==> config.mk <==
export PLATFORM = sky130hd
export DESIGN_NAME = decode_stage
export DESIGN_NICKNAME = d
export VERILOG_FILES = /design/src/rtl/isa_pkg.sv /design/src/rtl/ctrl_pkg.sv /design/src/rtl/decode_if.sv /design/src/rtl/rtype_decoder.sv /design/src/rtl/main_decoder.sv /design/src/rtl/decode_queue.sv /design/src/rtl/decode_stage.sv
export SDC_FILE = /design/constraint.sdc
export NUM_CORES = 1
export LEC_CHECK = 0
export ABC_AREA = 1
export BUFFER_PORTS_ARGS = -buffer_cell sky130_fd_sc_hd__clkbuf_2
export CELL_PAD_IN_SITES_DETAIL_PLACEMENT = 1
export CELL_PAD_IN_SITES_GLOBAL_PLACEMENT = 1
export CORE_MARGIN = 3
export CORE_UTILIZATION = 40
export CTS_CLUSTER_SIZE = 20
export DETAILED_ROUTE_END_ITERATION = 8
export GPL_TIMING_DRIVEN = 1
export HOLD_SLACK_MARGIN = 0.1
export PLACE_DENSITY_LB_ADDON = 0.1
export SETUP_SLACK_MARGIN = 0.15
export SKIP_CTS_REPAIR_TIMING = 1
export SYNTH_ARGS = -nofsm -noshare
export SYNTH_HDL_FRONTEND = slang
export SYNTH_SLANG_ARGS = --single-unit
==> constraint.sdc <==
create_clock -name clk -period 4.66 [get_ports clk]
set_input_delay 0.466 -clock clk [delete_from_list [all_inputs] [get_ports clk]]
set_output_delay 0.466 -clock clk [all_outputs]
set_load 0.01 [all_outputs]
==> src/rtl/isa_pkg.sv <==
`default_nettype none

package isa_pkg;

    localparam int INSTR_W  = 32;
    localparam int OPCODE_W = 6;
    localparam int FUNCT_W  = 6;
    localparam int REG_W    = 5;
    localparam int SHAMT_W  = 5;
    localparam int IMM_W    = 16;

    typedef logic [REG_W-1:0] reg_idx_t;

    // primary opcode in bits 31:26, only the supported ones are listed
    typedef enum logic [OPCODE_W-1:0] {
        OP_SPECIAL = 6'h00, // R-type, the real work is in funct
        OP_J       = 6'h02,
        OP_JAL     = 6'h03,
        OP_BEQ     = 6'h04,
        OP_ADDIU   = 6'h09,
        OP_ORI     = 6'h0d,
        OP_LUI     = 6'h0f,
        OP_LW      = 6'h23,
        OP_SW      = 6'h2b
    } opcode_e;

    // function field of SPECIAL words, bits 5:0
    typedef enum logic [FUNCT_W-1:0] {
        FUNCT_SLL     = 6'h00,
        FUNCT_SRL     = 6'h02,
        FUNCT_SYSCALL = 6'h0c,
        FUNCT_MFHI    = 6'h10,
        FUNCT_MTHI    = 6'h11,
        FUNCT_MFLO    = 6'h12,
        FUNCT_MTLO    = 6'h13,
        FUNCT_MULTU   = 6'h19,
        FUNCT_ADDU    = 6'h21,
        FUNCT_SUBU    = 6'h23,
        FUNCT_AND     = 6'h24,
        FUNCT_OR      = 6'h25,
        FUNCT_SLT     = 6'h2a
    } funct_e;

endpackage

`default_nettype wire

==> src/rtl/ctrl_pkg.sv <==
`default_nettype none

package ctrl_pkg;

    typedef enum logic [3:0] {
        ALU_ADD,
        ALU_SUB,
        ALU_AND,
        ALU_OR,
        ALU_SLT,
        ALU_SHIFT_LEFT,
        ALU_SHIFT_RIGHT_LOGIC,
        ALU_LUI // imm shifted into the upper half
    } alu_op_e;

    typedef enum logic {ALU_B_RT, ALU_B_IMM} alu_b_src_e;

    typedef enum logic {IMM_EXT_SIGN, IMM_EXT_ZERO} imm_ext_e;

    typedef enum logic [1:0] {DEST_REG_NONE, DEST_REG_RD, DEST_REG_RT, DEST_REG_R31} dest_reg_e;

    // write-back data source, PC8 is the link address of JAL
    typedef enum logic [2:0] {
        REG_SRC_ALU,
        REG_SRC_MEM,
        REG_SRC_HI,
        REG_SRC_LO,
        REG_SRC_PC8
    } reg_src_e;

    typedef enum logic {HILO_SRC_RS, HILO_SRC_MULDIV} hilo_src_e;

    typedef enum logic [1:0] {MULDIV_NONE, MULDIV_MULTU} muldiv_funct_e;

    typedef enum logic [1:0] {PC_SRC_SEQ, PC_SRC_BRANCH, PC_SRC_JUMP, PC_SRC_EXCEPTION} pc_src_e;

    typedef enum logic [1:0] {EXC_CHK_NONE, EXC_CHK_SYSCALL, EXC_CHK_RESERVED} exc_chk_e;

    // one decoded instruction worth of control, 24 bits
    typedef struct packed {
        alu_op_e       alu_op;
        alu_b_src_e    alu_b_src;
        imm_ext_e      imm_ext;
        logic          shamt_use;    // shift amount comes from the shamt field
        dest_reg_e     dest_reg;
        logic          reg_write;
        reg_src_e      reg_src;
        hilo_src_e     hilo_src;
        logic          write_hi;
        logic          write_lo;
        muldiv_funct_e muldiv_funct;
        pc_src_e       pc_src;
        exc_chk_e      exc_chk;
        logic          mem_read;
        logic          mem_write;
    } control_t;

    // a harmless control word, nothing is written and the pc just moves on
    function automatic control_t clear_control();
        control_t c;
        c.alu_op       = ALU_ADD;
        c.alu_b_src    = ALU_B_RT;
        c.imm_ext      = IMM_EXT_SIGN;
        c.shamt_use    = 1'b0;
        c.dest_reg     = DEST_REG_NONE;
        c.reg_write    = 1'b0;
        c.reg_src      = REG_SRC_ALU;
        c.hilo_src     = HILO_SRC_RS;
        c.write_hi     = 1'b0;
        c.write_lo     = 1'b0;
        c.muldiv_funct = MULDIV_NONE;
        c.pc_src       = PC_SRC_SEQ;
        c.exc_chk      = EXC_CHK_NONE;
        c.mem_read     = 1'b0;
        c.mem_write    = 1'b0;
        return c;
    endfunction

endpackage

`default_nettype wire

==> src/rtl/decode_if.sv <==
`timescale 1ns/1ns
`default_nettype none

// one decoded instruction with its valid/ready handshake
interface decode_if;
    import ctrl_pkg::*;
    import isa_pkg::*;

    logic               valid;
    logic               ready;
    control_t           ctl;
    reg_idx_t           rs;
    reg_idx_t           rt;
    reg_idx_t           rd;
    logic [IMM_W-1:0]   imm;   // raw, extension is left to the execute stage
    logic [SHAMT_W-1:0] shamt;

    modport producer (
        output valid, ctl, rs, rt, rd, imm, shamt,
        input  ready
    );

    modport consumer (
        input  valid, ctl, rs, rt, rd, imm, shamt,
        output ready
    );

endinterface

`default_nettype wire

==> src/rtl/rtype_decoder.sv <==
`timescale 1ns/1ns
`default_nettype none

module rtype_decoder (
    input  isa_pkg::funct_e   funct,
    output ctrl_pkg::control_t ctl
);
    import ctrl_pkg::*;
    import isa_pkg::*;

    // R-type words read rs as operand A and rt as operand B, the result goes to rd

    always_comb begin
        ctl = clear_control();

        case (funct)
            FUNCT_SLL, FUNCT_SRL: begin
                ctl.alu_op    = (funct == FUNCT_SLL) ? ALU_SHIFT_LEFT : ALU_SHIFT_RIGHT_LOGIC;
                ctl.shamt_use = 1'b1; // shift amount is the shamt field, not rs
                ctl.alu_b_src = ALU_B_RT;
                ctl.dest_reg  = DEST_REG_RD;
                ctl.reg_write = 1'b1;
                ctl.reg_src   = REG_SRC_ALU;
            end

            FUNCT_ADDU, FUNCT_SUBU, FUNCT_AND, FUNCT_OR, FUNCT_SLT: begin
                case (funct)
                    FUNCT_SUBU: ctl.alu_op = ALU_SUB;
                    FUNCT_AND:  ctl.alu_op = ALU_AND;
                    FUNCT_OR:   ctl.alu_op = ALU_OR;
                    FUNCT_SLT:  ctl.alu_op = ALU_SLT;
                    default:    ctl.alu_op = ALU_ADD;
                endcase
                ctl.alu_b_src = ALU_B_RT;
                ctl.dest_reg  = DEST_REG_RD;
                ctl.reg_write = 1'b1;
                ctl.reg_src   = REG_SRC_ALU;
            end

            FUNCT_MFHI, FUNCT_MFLO: begin
                ctl.dest_reg  = DEST_REG_RD;
                ctl.reg_write = 1'b1;
                ctl.reg_src   = (funct == FUNCT_MFHI) ? REG_SRC_HI : REG_SRC_LO;
            end

            FUNCT_MTHI: begin
                ctl.hilo_src = HILO_SRC_RS;
                ctl.write_hi = 1'b1;
            end

            FUNCT_MTLO: begin
                ctl.hilo_src = HILO_SRC_RS;
                ctl.write_lo = 1'b1;
            end

            FUNCT_MULTU: begin
                // the 64-bit product lands in hi and lo together
                ctl.hilo_src     = HILO_SRC_MULDIV;
                ctl.muldiv_funct = MULDIV_MULTU;
                ctl.write_hi     = 1'b1;
                ctl.write_lo     = 1'b1;
            end

            FUNCT_SYSCALL: begin
                ctl.pc_src  = PC_SRC_EXCEPTION;
                ctl.exc_chk = EXC_CHK_SYSCALL;
            end

            default: begin
                ctl.pc_src  = PC_SRC_EXCEPTION;
                ctl.exc_chk = EXC_CHK_RESERVED;
            end
        endcase
    end

endmodule

`default_nettype wire

==> src/rtl/main_decoder.sv <==
`timescale 1ns/1ns
`default_nettype none

module main_decoder (
    input  wire                          clk,
    input  wire                          reset,
    input  wire                          instr_valid,
    output logic                         instr_ready,
    input  wire [isa_pkg::INSTR_W-1:0]   instr,
    decode_if.producer                   dec
);
    import ctrl_pkg::*;
    import isa_pkg::*;

    opcode_e  opcode;
    funct_e   funct;
    control_t rtype_ctl;

    assign opcode = opcode_e'(instr[31:26]);
    assign funct  = funct_e'(instr[5:0]);

    // the handshake passes straight through, the queue decides when to accept
    assign dec.valid   = instr_valid;
    assign instr_ready = dec.ready;

    assign dec.rs    = instr[25:21];
    assign dec.rt    = instr[20:16];
    assign dec.rd    = instr[15:11];
    assign dec.shamt = instr[10:6];
    assign dec.imm   = instr[15:0];

    rtype_decoder rtype_decoder_i (
        .funct (funct),
        .ctl   (rtype_ctl)
    );

    always_comb begin
        dec.ctl = clear_control();

        case (opcode)
            OP_SPECIAL: dec.ctl = rtype_ctl;

            OP_ADDIU, OP_ORI, OP_LUI, OP_LW, OP_SW: begin
                dec.ctl.alu_b_src = ALU_B_IMM;
                dec.ctl.alu_op    = ALU_ADD; // address add for the loads and stores
                dec.ctl.imm_ext   = IMM_EXT_SIGN;
                dec.ctl.dest_reg  = DEST_REG_RT;
                dec.ctl.reg_write = 1'b1;
                if (opcode == OP_ORI) begin
                    dec.ctl.alu_op  = ALU_OR;
                    dec.ctl.imm_ext = IMM_EXT_ZERO;
                end
                if (opcode == OP_LUI) begin
                    dec.ctl.alu_op  = ALU_LUI;
                    dec.ctl.imm_ext = IMM_EXT_ZERO;
                end
                if (opcode == OP_LW) begin
                    dec.ctl.reg_src  = REG_SRC_MEM;
                    dec.ctl.mem_read = 1'b1;
                end
                if (opcode == OP_SW) begin
                    dec.ctl.dest_reg  = DEST_REG_NONE;
                    dec.ctl.reg_write = 1'b0;
                    dec.ctl.mem_write = 1'b1;
                end
            end

            OP_BEQ: begin
                // the compare is a subtract of rs and rt
                dec.ctl.alu_op    = ALU_SUB;
                dec.ctl.alu_b_src = ALU_B_RT;
                dec.ctl.pc_src    = PC_SRC_BRANCH;
            end

            OP_J: dec.ctl.pc_src = PC_SRC_JUMP;

            OP_JAL: begin
                dec.ctl.pc_src    = PC_SRC_JUMP;
                dec.ctl.dest_reg  = DEST_REG_R31;
                dec.ctl.reg_write = 1'b1;
                dec.ctl.reg_src   = REG_SRC_PC8; // link address is pc + 8
            end

            default: begin
                dec.ctl.pc_src  = PC_SRC_EXCEPTION;
                dec.ctl.exc_chk = EXC_CHK_RESERVED;
            end
        endcase
    end

    // the fetch side must not change a word that is still waiting to be taken
    a_instr_stable: assert property (@(posedge clk) disable iff (reset)
        instr_valid && !instr_ready |=> instr_valid && $stable(instr))
        else $error("main_decoder: instr changed while stalled");

endmodule

`default_nettype wire

==> src/rtl/decode_queue.sv <==
`timescale 1ns/1ns
`default_nettype none

module decode_queue #(
    parameter int QUEUE_DEPTH = 2
) (
    input  wire                              clk,
    input  wire                              reset,
    decode_if.consumer                       dec,
    output logic                             out_valid,
    input  wire                              out_ready,
    output ctrl_pkg::control_t               out_ctl,
    output isa_pkg::reg_idx_t                out_rs,
    output isa_pkg::reg_idx_t                out_rt,
    output isa_pkg::reg_idx_t                out_rd,
    output logic [isa_pkg::IMM_W-1:0]        out_imm,
    output logic [isa_pkg::SHAMT_W-1:0]      out_shamt
);
    import ctrl_pkg::*;
    import isa_pkg::*;

    localparam int PTR_W = (QUEUE_DEPTH > 1) ? $clog2(QUEUE_DEPTH) : 1;
    localparam int CNT_W = $clog2(QUEUE_DEPTH + 1);

    typedef struct packed {
        control_t           ctl;
        reg_idx_t           rs;
        reg_idx_t           rt;
        reg_idx_t           rd;
        logic [IMM_W-1:0]   imm;
        logic [SHAMT_W-1:0] shamt;
    } entry_t;

    entry_t             mem [QUEUE_DEPTH];
    logic [PTR_W-1:0]   wr_ptr;
    logic [PTR_W-1:0]   rd_ptr;
    logic [CNT_W-1:0]   count;
    logic               push;
    logic               pop;

    assign dec.ready = (count != CNT_W'(QUEUE_DEPTH)); // accept only with a free slot
    assign out_valid = (count != '0);
    assign push      = dec.valid && dec.ready;
    assign pop       = out_valid && out_ready;

    always_ff @(posedge clk) begin
        if (push) begin
            mem[wr_ptr] <= '{ctl: dec.ctl, rs: dec.rs, rt: dec.rt, rd: dec.rd,
                             imm: dec.imm, shamt: dec.shamt};
        end
    end

    always_ff @(posedge clk) begin
        if (reset) begin
            wr_ptr <= '0;
            rd_ptr <= '0;
            count  <= '0;
        end else begin
            if (push)
                wr_ptr <= (wr_ptr == PTR_W'(QUEUE_DEPTH - 1)) ? '0 : wr_ptr + 1'b1;
            if (pop)
                rd_ptr <= (rd_ptr == PTR_W'(QUEUE_DEPTH - 1)) ? '0 : rd_ptr + 1'b1;
            // a push and a pop in the same cycle leave the count alone
            if (push && !pop)
                count <= count + 1'b1;
            else if (pop && !push)
                count <= count - 1'b1;
        end
    end

    assign out_ctl   = mem[rd_ptr].ctl;
    assign out_rs    = mem[rd_ptr].rs;
    assign out_rt    = mem[rd_ptr].rt;
    assign out_rd    = mem[rd_ptr].rd;
    assign out_imm   = mem[rd_ptr].imm;
    assign out_shamt = mem[rd_ptr].shamt;

    a_count_bound: assert property (@(posedge clk) disable iff (reset)
        count <= CNT_W'(QUEUE_DEPTH))
        else $error("decode_queue: count %0d above depth", count);

    // the head entry stays put until the next stage takes it
    a_out_stable: assert property (@(posedge clk) disable iff (reset)
        out_valid && !out_ready |=> out_valid && $stable(mem[rd_ptr]))
        else $error("decode_queue: output changed under back-pressure");

endmodule

`default_nettype wire

==> src/rtl/decode_stage.sv <==
`timescale 1ns/1ns
`default_nettype none

module decode_stage #(
    parameter int QUEUE_DEPTH = 2
) (
    input  wire                              clk,
    input  wire                              reset,
    input  wire                              instr_valid,
    output logic                             instr_ready,
    input  wire [isa_pkg::INSTR_W-1:0]       instr,
    output logic                             out_valid,
    input  wire                              out_ready,
    output ctrl_pkg::control_t               out_ctl,
    output isa_pkg::reg_idx_t                out_rs,
    output isa_pkg::reg_idx_t                out_rt,
    output isa_pkg::reg_idx_t                out_rd,
    output logic [isa_pkg::IMM_W-1:0]        out_imm,
    output logic [isa_pkg::SHAMT_W-1:0]      out_shamt
);

    decode_if dec_if ();

    // combinational decode in front of the queue, so one cycle from accept to output
    main_decoder main_decoder_i (
        .clk         (clk),
        .reset       (reset),
        .instr_valid (instr_valid),
        .instr_ready (instr_ready),
        .instr       (instr),
        .dec         (dec_if.producer)
    );

    decode_queue #(
        .QUEUE_DEPTH (QUEUE_DEPTH)
    ) decode_queue_i (
        .clk       (clk),
        .reset     (reset),
        .dec       (dec_if.consumer),
        .out_valid (out_valid),
        .out_ready (out_ready),
        .out_ctl   (out_ctl),
        .out_rs    (out_rs),
        .out_rt    (out_rt),
        .out_rd    (out_rd),
        .out_imm   (out_imm),
        .out_shamt (out_shamt)
    );

endmodule

`default_nettype wire

==> results.ini, run 1 <==
[yosys]
avgSynthCellArea_sq_um = 14.5
synth_area_sq_mm = 0.00418
synth_top_area_frac = 0.675
yosysTopAreaCell = edfxtp_1
synth.yosys.seq_area_share = 0.699
synth_cells = 289
ys_warn_count = 0
synth-seq-cells = 99
synth_area_leaders = edfxtp_1 68%, mux2_2 13%, buf_4 2.9%
synth.distinct_cells = 29

[sta]
setup-violations-final = 0
rsz0062_at_grt = false
clock_skew_ns = 0.0114
period_needed_ns = 2.53
timing.fmax_ghz = 0.395
finalSetupTns_ns = 0
slew_headroom = 0.229
finalMaxSlewViolations = 0
hold_viol = 0
tightestPinTransition_ns = 1.16
min_period_over_period = 0.543

[detailed_routing]
wl_per_cell_um = 15.8
wl_met1_um = 3340
ant_nets = 0
first_iter_violations = 94
num_vias = 2496
top_layer = met4
vias_per_cell = 4.82
met3_length_um = 428
drt-total-wl_um = 8200
dr_wl_met2_um = 4350
firstDrtPassIters = 4
drcViolationCount = 0

[placement]
hpwl_um = 5830
placed_cell_area_sq_mm = 0.00473
place.gp.congestion = 0.738
io_buffers = 95

[outcome]
status = finished clean

[min_path]
hold_class = in2reg

[layout]
fin_util = 0.495
syn_to_final_growth_pct = 17.8
diodes = 0
fin_nets = 417
design_area_sq_mm = 0.00493
drive_gt1_frac = 0.465

[die]
die_height_um = 108
fp.dieW_um = 108
fp.dieArea_sq_mm = 0.0117
core_area_sq_mm = 0.00995
num_rows = 36
io_pins = 98
initial_core_util = 0.420

[grt]
grt_start_max_net_pins = 48
track_usage = 0.146
grt_pass1_vias = 2697
grt_pass1_wl_um = 13000
grt_remaining_overflow = 0
antenna_found_initial = 0

[power_and_ir_drop]
comb_power_share = 0.249
peakVddDrop_mv = 0.224
netSwitchingFraction = 0.295
leakage_uw = 0.00197
p_int_uw = 1640
cellPowerDensity_mw_per_mm2 = 471
p_sw_uw = 683
power_uw = 2320
pwr-share-clk = 0.235
seqPwrFrac = 0.516

[clock_network]
cts-root-buf = clkbuf_8
cts_max_path_buffers = 2
numClockSinks = 99
clkTransAtPathRegs_ns = 0.10
clk_latency_ns = 0.35
htreeDepth = 3
cts_made_buffers = 9
cts_tree = built

[critical_path]
cp_slowest_cell = dfxtp_2
worstSetupPathType = reg2out
startpoint_type = register
required_ns = 4.19
path_cells = mux2_2 -> clkbuf_2
critPathMaxStageDelay_ns = 1.11
worstPathMaxFanout = 47
worstSetupEndpointType = primary output
crit_arrival_ns = 2.06

[job]
cap_violations = 0

[power groups by stage]
| stage | clock network [uW] | registers [uW] | logic (uW) |
|---|---|---|---|
| after floorplan | 0 | 1170 | 432 |
| after global placement | 0 | 1210 | 586 |
| after detailed placement | 0 | 1220 | 594 |
| after CTS | 569 | 1200 | 596 |
| after global routing | 599 | 1210 | 638 |
| final | 545 | 1200 | 578 |
[Yosys cell counts]
cell	instances
a31o_2	1
edfxtp_1	94
conb_1	1
ha_1	1
mux2_2	47
nor3b_1	1
nand2_1	28
dfxtp_1	5
inv_1	20
nor2_8	1
o21bai_1	1
inv_2	4
nand4_1	2
or2_1	1
o21ai_1	1
o31ai_1	1
buf_4	16
nor2_4	1
and2_1	1
buf_2	2
nand3_1	20
a211oi_2	1
nand2_2	1
nor2_2	6
nor2_1	22
a21oi_1	5
nor3_1	3
o21ai_0	1
nand2_4	1
[flip-flops by register name, summed over array words and instances (netlist names), named ones only]
signal and count:
decode_queue_i.rd_ptr 1, decode_queue_i.mem 94, decode_queue_i.wr_ptr 1, decode_queue_i.count 2
[critical path, delay by kind of cell (launching register included)]
family                 cells  cell delay [ns]
DFF                        1             1.11
buffers and inverters      1             0.13
muxes                      1             0.44
[path summary, 6_finish.rpt]
kind / start / cells after the start / endpoint / slack (ns)
max: register / 2 / out_imm[14] / 2.13
min: instr[11] / 1 / decode_queue_i.mem[0][21] / 0.30
max reg2reg: decode_queue_i.count[0] / 5 / decode_queue_i.mem[0][40] / 2.55
min reg2reg: decode_queue_i.rd_ptr / 2 / register / 0.50
[metrics by stage]
stage / hold slack (ns) / cells / setup slack, ns
2_1_floorplan: 0.454 / 290 / 1.63
3_5_place_dp: 0.489 / 502 / 2.40
5_1_grt: 0.276 / 518 / 1.97
6_report: 0.299 / 518 / 2.13
3_3_place_gp: 0.466 / 502 / 2.41
4_1_cts: 0.275 / 518 / 2.05
[final cells by class]
type,instances,area (sq um)
Clock inverter,7,73.8
Inverter,24,90.1
Tap cell,133,166
Sequential cell,99,2920
Timing Repair Buffer,97,490
Multi-Input combinational cell,149,1060
Fill cell,1054,5030
Clock buffer,9,124
[cell usage in the layout, fill, tap and decap left out, drive strengths merged, types with 2 or more instances in the layout]
cell type / netlist / layout
clkbuf: 0 / 104
edfxtp: 94 / 94
mux2: 47 / 47
nand2: 30 / 30
nor2: 30 / 30
inv: 24 / 27
nand3: 20 / 20
a21oi: 5 / 5
dfxtp: 5 / 5
nor3: 3 / 3
nand4: 2 / 2
conb: 1 / 2
clkinv: 0 / 2
buf: 18 / 2
o21ai: 2 / 2
[kinds of logic after synthesis]
family,after synthesis,share of synthesized area
DFF,99,0.699
buffers and inverters,42,0.0527
and+or+nand+nor,88,0.101
other,1,0.000897
muxes,47,0.127
AOI/OAI and AO/OA,11,0.0171
adders and majority gates,1,0.00299
[metal layers]
| layer | up-vias | GRT usage |
|---|---|---|
| met3 | 7 | 0.0370 |
| met1 | 1229 | 0.173 |
| li1 | 1201 | - |
| met5 | - | 0 |
| met2 | 59 | 0.263 |
| met4 | 0 | 0.0406 |
Power figures use the tool's default switching activity.
==> inputs of run 2 (changes only) <==
--- a/config.mk
+++ b/config.mk
@@ -5,12 +5,12 @@
 export SDC_FILE = /design/constraint.sdc
 export NUM_CORES = 1
 export LEC_CHECK = 0
-export ABC_AREA = 1
+export ABC_AREA = 0
 export BUFFER_PORTS_ARGS = -buffer_cell sky130_fd_sc_hd__clkbuf_2
 export CELL_PAD_IN_SITES_DETAIL_PLACEMENT = 1
 export CELL_PAD_IN_SITES_GLOBAL_PLACEMENT = 1
 export CORE_MARGIN = 3
-export CORE_UTILIZATION = 40
+export CORE_UTILIZATION = 39
 export CTS_CLUSTER_SIZE = 20
 export DETAILED_ROUTE_END_ITERATION = 8
 export GPL_TIMING_DRIVEN = 1
==> constraint.sdc (replaced) <==
create_clock -name clk -period 2.1 [get_ports clk]
set_input_delay 0.21 -clock clk [delete_from_list [all_inputs] [get_ports clk]]
set_output_delay 0.21 -clock clk [all_outputs]
set_load 0.01 [all_outputs]
==> run 2 against run 1 <==
Against the previous run:
- sequential power rose by 120%
- non-clock buffer count is 24 higher
- cell count up 0.77%
- total power increased by 140%
- design area rose by 6.2%
- die area increased by 3.2%
- largest power group unchanged
- combinational power increased to 2.8 times the previous value
- register-to-register slack worse by 2.1 ns
==> results.ini, run 2 <==
[die]
io_pins = 98
num_rows = 37
die_height_um = 110
initial_core_util = 0.405
core_area_sq_mm = 0.0104
fp.dieArea_sq_mm = 0.0121
fp.dieW_um = 110

[detailed_routing]
vias_per_cell = 4.98
first_iter_violations = 114
wl_per_cell_um = 16.6
dr_wl_met2_um = 4460
top_layer = met4
wl_met1_um = 3700
met3_length_um = 394
firstDrtPassIters = 4
ant_nets = 0
drt-total-wl_um = 8650
num_vias = 2597
drcViolationCount = 0

[yosys]
synth_cells = 274
yosys.area_share.adder = 0.00297
synth.yosys.seq_area_share = 0.693
synthXorXnorAreaFrac = 0.00831
yosysTopAreaCell = edfxtp_1
synthTopCellsByCount = 94 x edfxtp_1, 47 x mux2_2, 17 x nor2_1
synth-seq-cells = 99
yosysMostFrequentCell = edfxtp_1
synthSimpleGateAreaFrac = 0.0769
synth.distinct_cells = 43
synth_area_leaders = edfxtp_1 67%, mux2_2 13%, dfxtp_1 2.4%
synth_top_family_by_area = multiplexers
synth_top_area_frac = 0.669
synth_edf_count = 94
muxShareOfSynthArea = 0.126
synth_ff_type = edfxtp_1
avgSynthCellArea_sq_um = 15.4
synth_compound_gate_area_share = 0.0513
synth_area_sq_mm = 0.00422
ys_warn_count = 0
ys_async_sr_fraction = 0

[min_path]
hold_class = in2reg
hold_path_end = decode_queue_i.mem[1][9]
whs_path_depth = 1
hp-start = instr[4]

[placement]
io_buffers = 95
place.gp.congestion = 0.764
hpwl_um = 5720

[critical_path]
worstPathMaxFanout = 19
reg2reg_from = decode_queue_i.count[0]
cp_slowest_cell = dfxtp_4
startpoint_type = register
rrSetupSlack_ns = 0.45
path_cells = buf_12 -> mux2_2 -> clkbuf_2
critPathMaxStageDelay_ns = 0.50
required_ns = 1.89
r2r_end = decode_queue_i.count[1]
rr_worst_depth = 6
worstSetupPathType = reg2out
worstSetupEndpointType = primary output
crit_arrival_ns = 1.56

[outcome]
status = finished clean

[clock_network]
cts_tree = built
cts_max_path_buffers = 2
numClockSinks = 99
cts-root-buf = clkbuf_8
cts_made_buffers = 9
htreeDepth = 3
clkTransAtPathRegs_ns = 0.08
clk_latency_ns = 0.36

[power_and_ir_drop]
peakVddDrop_mv = 0.473
leakage_uw = 0.00199
cellPowerDensity_mw_per_mm2 = 1060

[sta]
timing.fmax_ghz = 0.564
clock_skew_ns = 0.00483
period_needed_ns = 1.77
setup-violations-final = 0
finalSetupTns_ns = 0
tightestPinTransition_ns = 0.671
finalMaxSlewViolations = 0
hold_viol = 0
slew_headroom = 0.547
min_period_over_period = 0.844
rsz0062_at_grt = false

[grt]
grt_remaining_overflow = 0
antenna_found_initial = 0
grt_start_max_net_pins = 48
grt_pass1_wl_um = 13100
grt_pass1_vias = 2603
track_usage = 0.146

[layout]
syn_to_final_growth_pct = 24.1
top_regs = decode_queue_i.mem x94, decode_queue_i.count x2
largest_register = decode_queue_i.mem
diodes = 0
drive_gt1_frac = 0.446
final_cell_mix = 95 x clkbuf_2, 94 x edfxtp_1, 47 x mux2_2
fin_util = 0.502
fin_nets = 418
final_common_cell = clkbuf_2
largest_reg_flops = 94

[job]
cap_violations = 0

==> run 2: through the flow <==
stage	power (uW)	worst slack [ns]	std cells	hold slack, ns	instance area [sq um]
after CTS	5650	0.153	501	0.00787	5020
after detailed placement	4340	0.182	485	0.406	4810
after floorplan	3710	0.279	275	0.279	4230
after global routing	5910	0.226	522	0.171	5230
after global placement	4310	0.245	485	0.400	4810
final	5570	0.327	522	0.158	5230
==> run 2: where the power goes <==
group	internal [uW]	switching, uW	total [uW]
Sequential	2520	118	2630
Clock	673	618	1290
Combinational	776	868	1640
Total	3960	1600	5570
==> run 2: routing by layer <==
| metal | GRT usage | up-vias |
|---|---|---|
| met5 | 0 | - |
| met4 | 0.0614 | 0 |
| met3 | 0.0367 | 7 |
| met2 | 0.248 | 58 |
| met1 | 0.176 | 1296 |
| li1 | - | 1236 |
==> run 2: cells by family after synthesis <==
group	after synthesis
buffers and inverters	31
flip-flops	99
multiplexers	47
XOR/XNOR	4
other	1
AND/OR/NAND/NOR	60
adder cells (fa/ha/maj)	1
AO/OA/AOI/OAI	31
==> run 2: critical path: cells and delay by family, from the launching register on <==
family | cells | cell delay [ns]
DFF | 1 | 0.50
muxes | 1 | 0.36
buffers and inverters | 2 | 0.34
==> run 2: area by class of cell <==
class / count / area (sq um)
fill: 1085 / 5180
inverter: 5 / 18.8
sequential: 99 / 2930
clock buffer: 11 / 131
multi-input combinational: 145 / 1130
tap: 136 / 170
clock inverter: 5 / 78.8
timing repair buffer: 121 / 773
==> run 2: how the worst max path moves through the flow <==
stage	from	to	cells after the start
floorplan	decode_queue_i.count[0]	decode_queue_i.mem[0][10]	3
global placement	instr[31]	decode_queue_i.mem[0][39]	5
detailed placement	instr[31]	decode_queue_i.mem[0][39]	5
CTS	register	out_shamt[4]	3
global route	register	out_shamt[4]	3
finish	register	out_shamt[4]	3
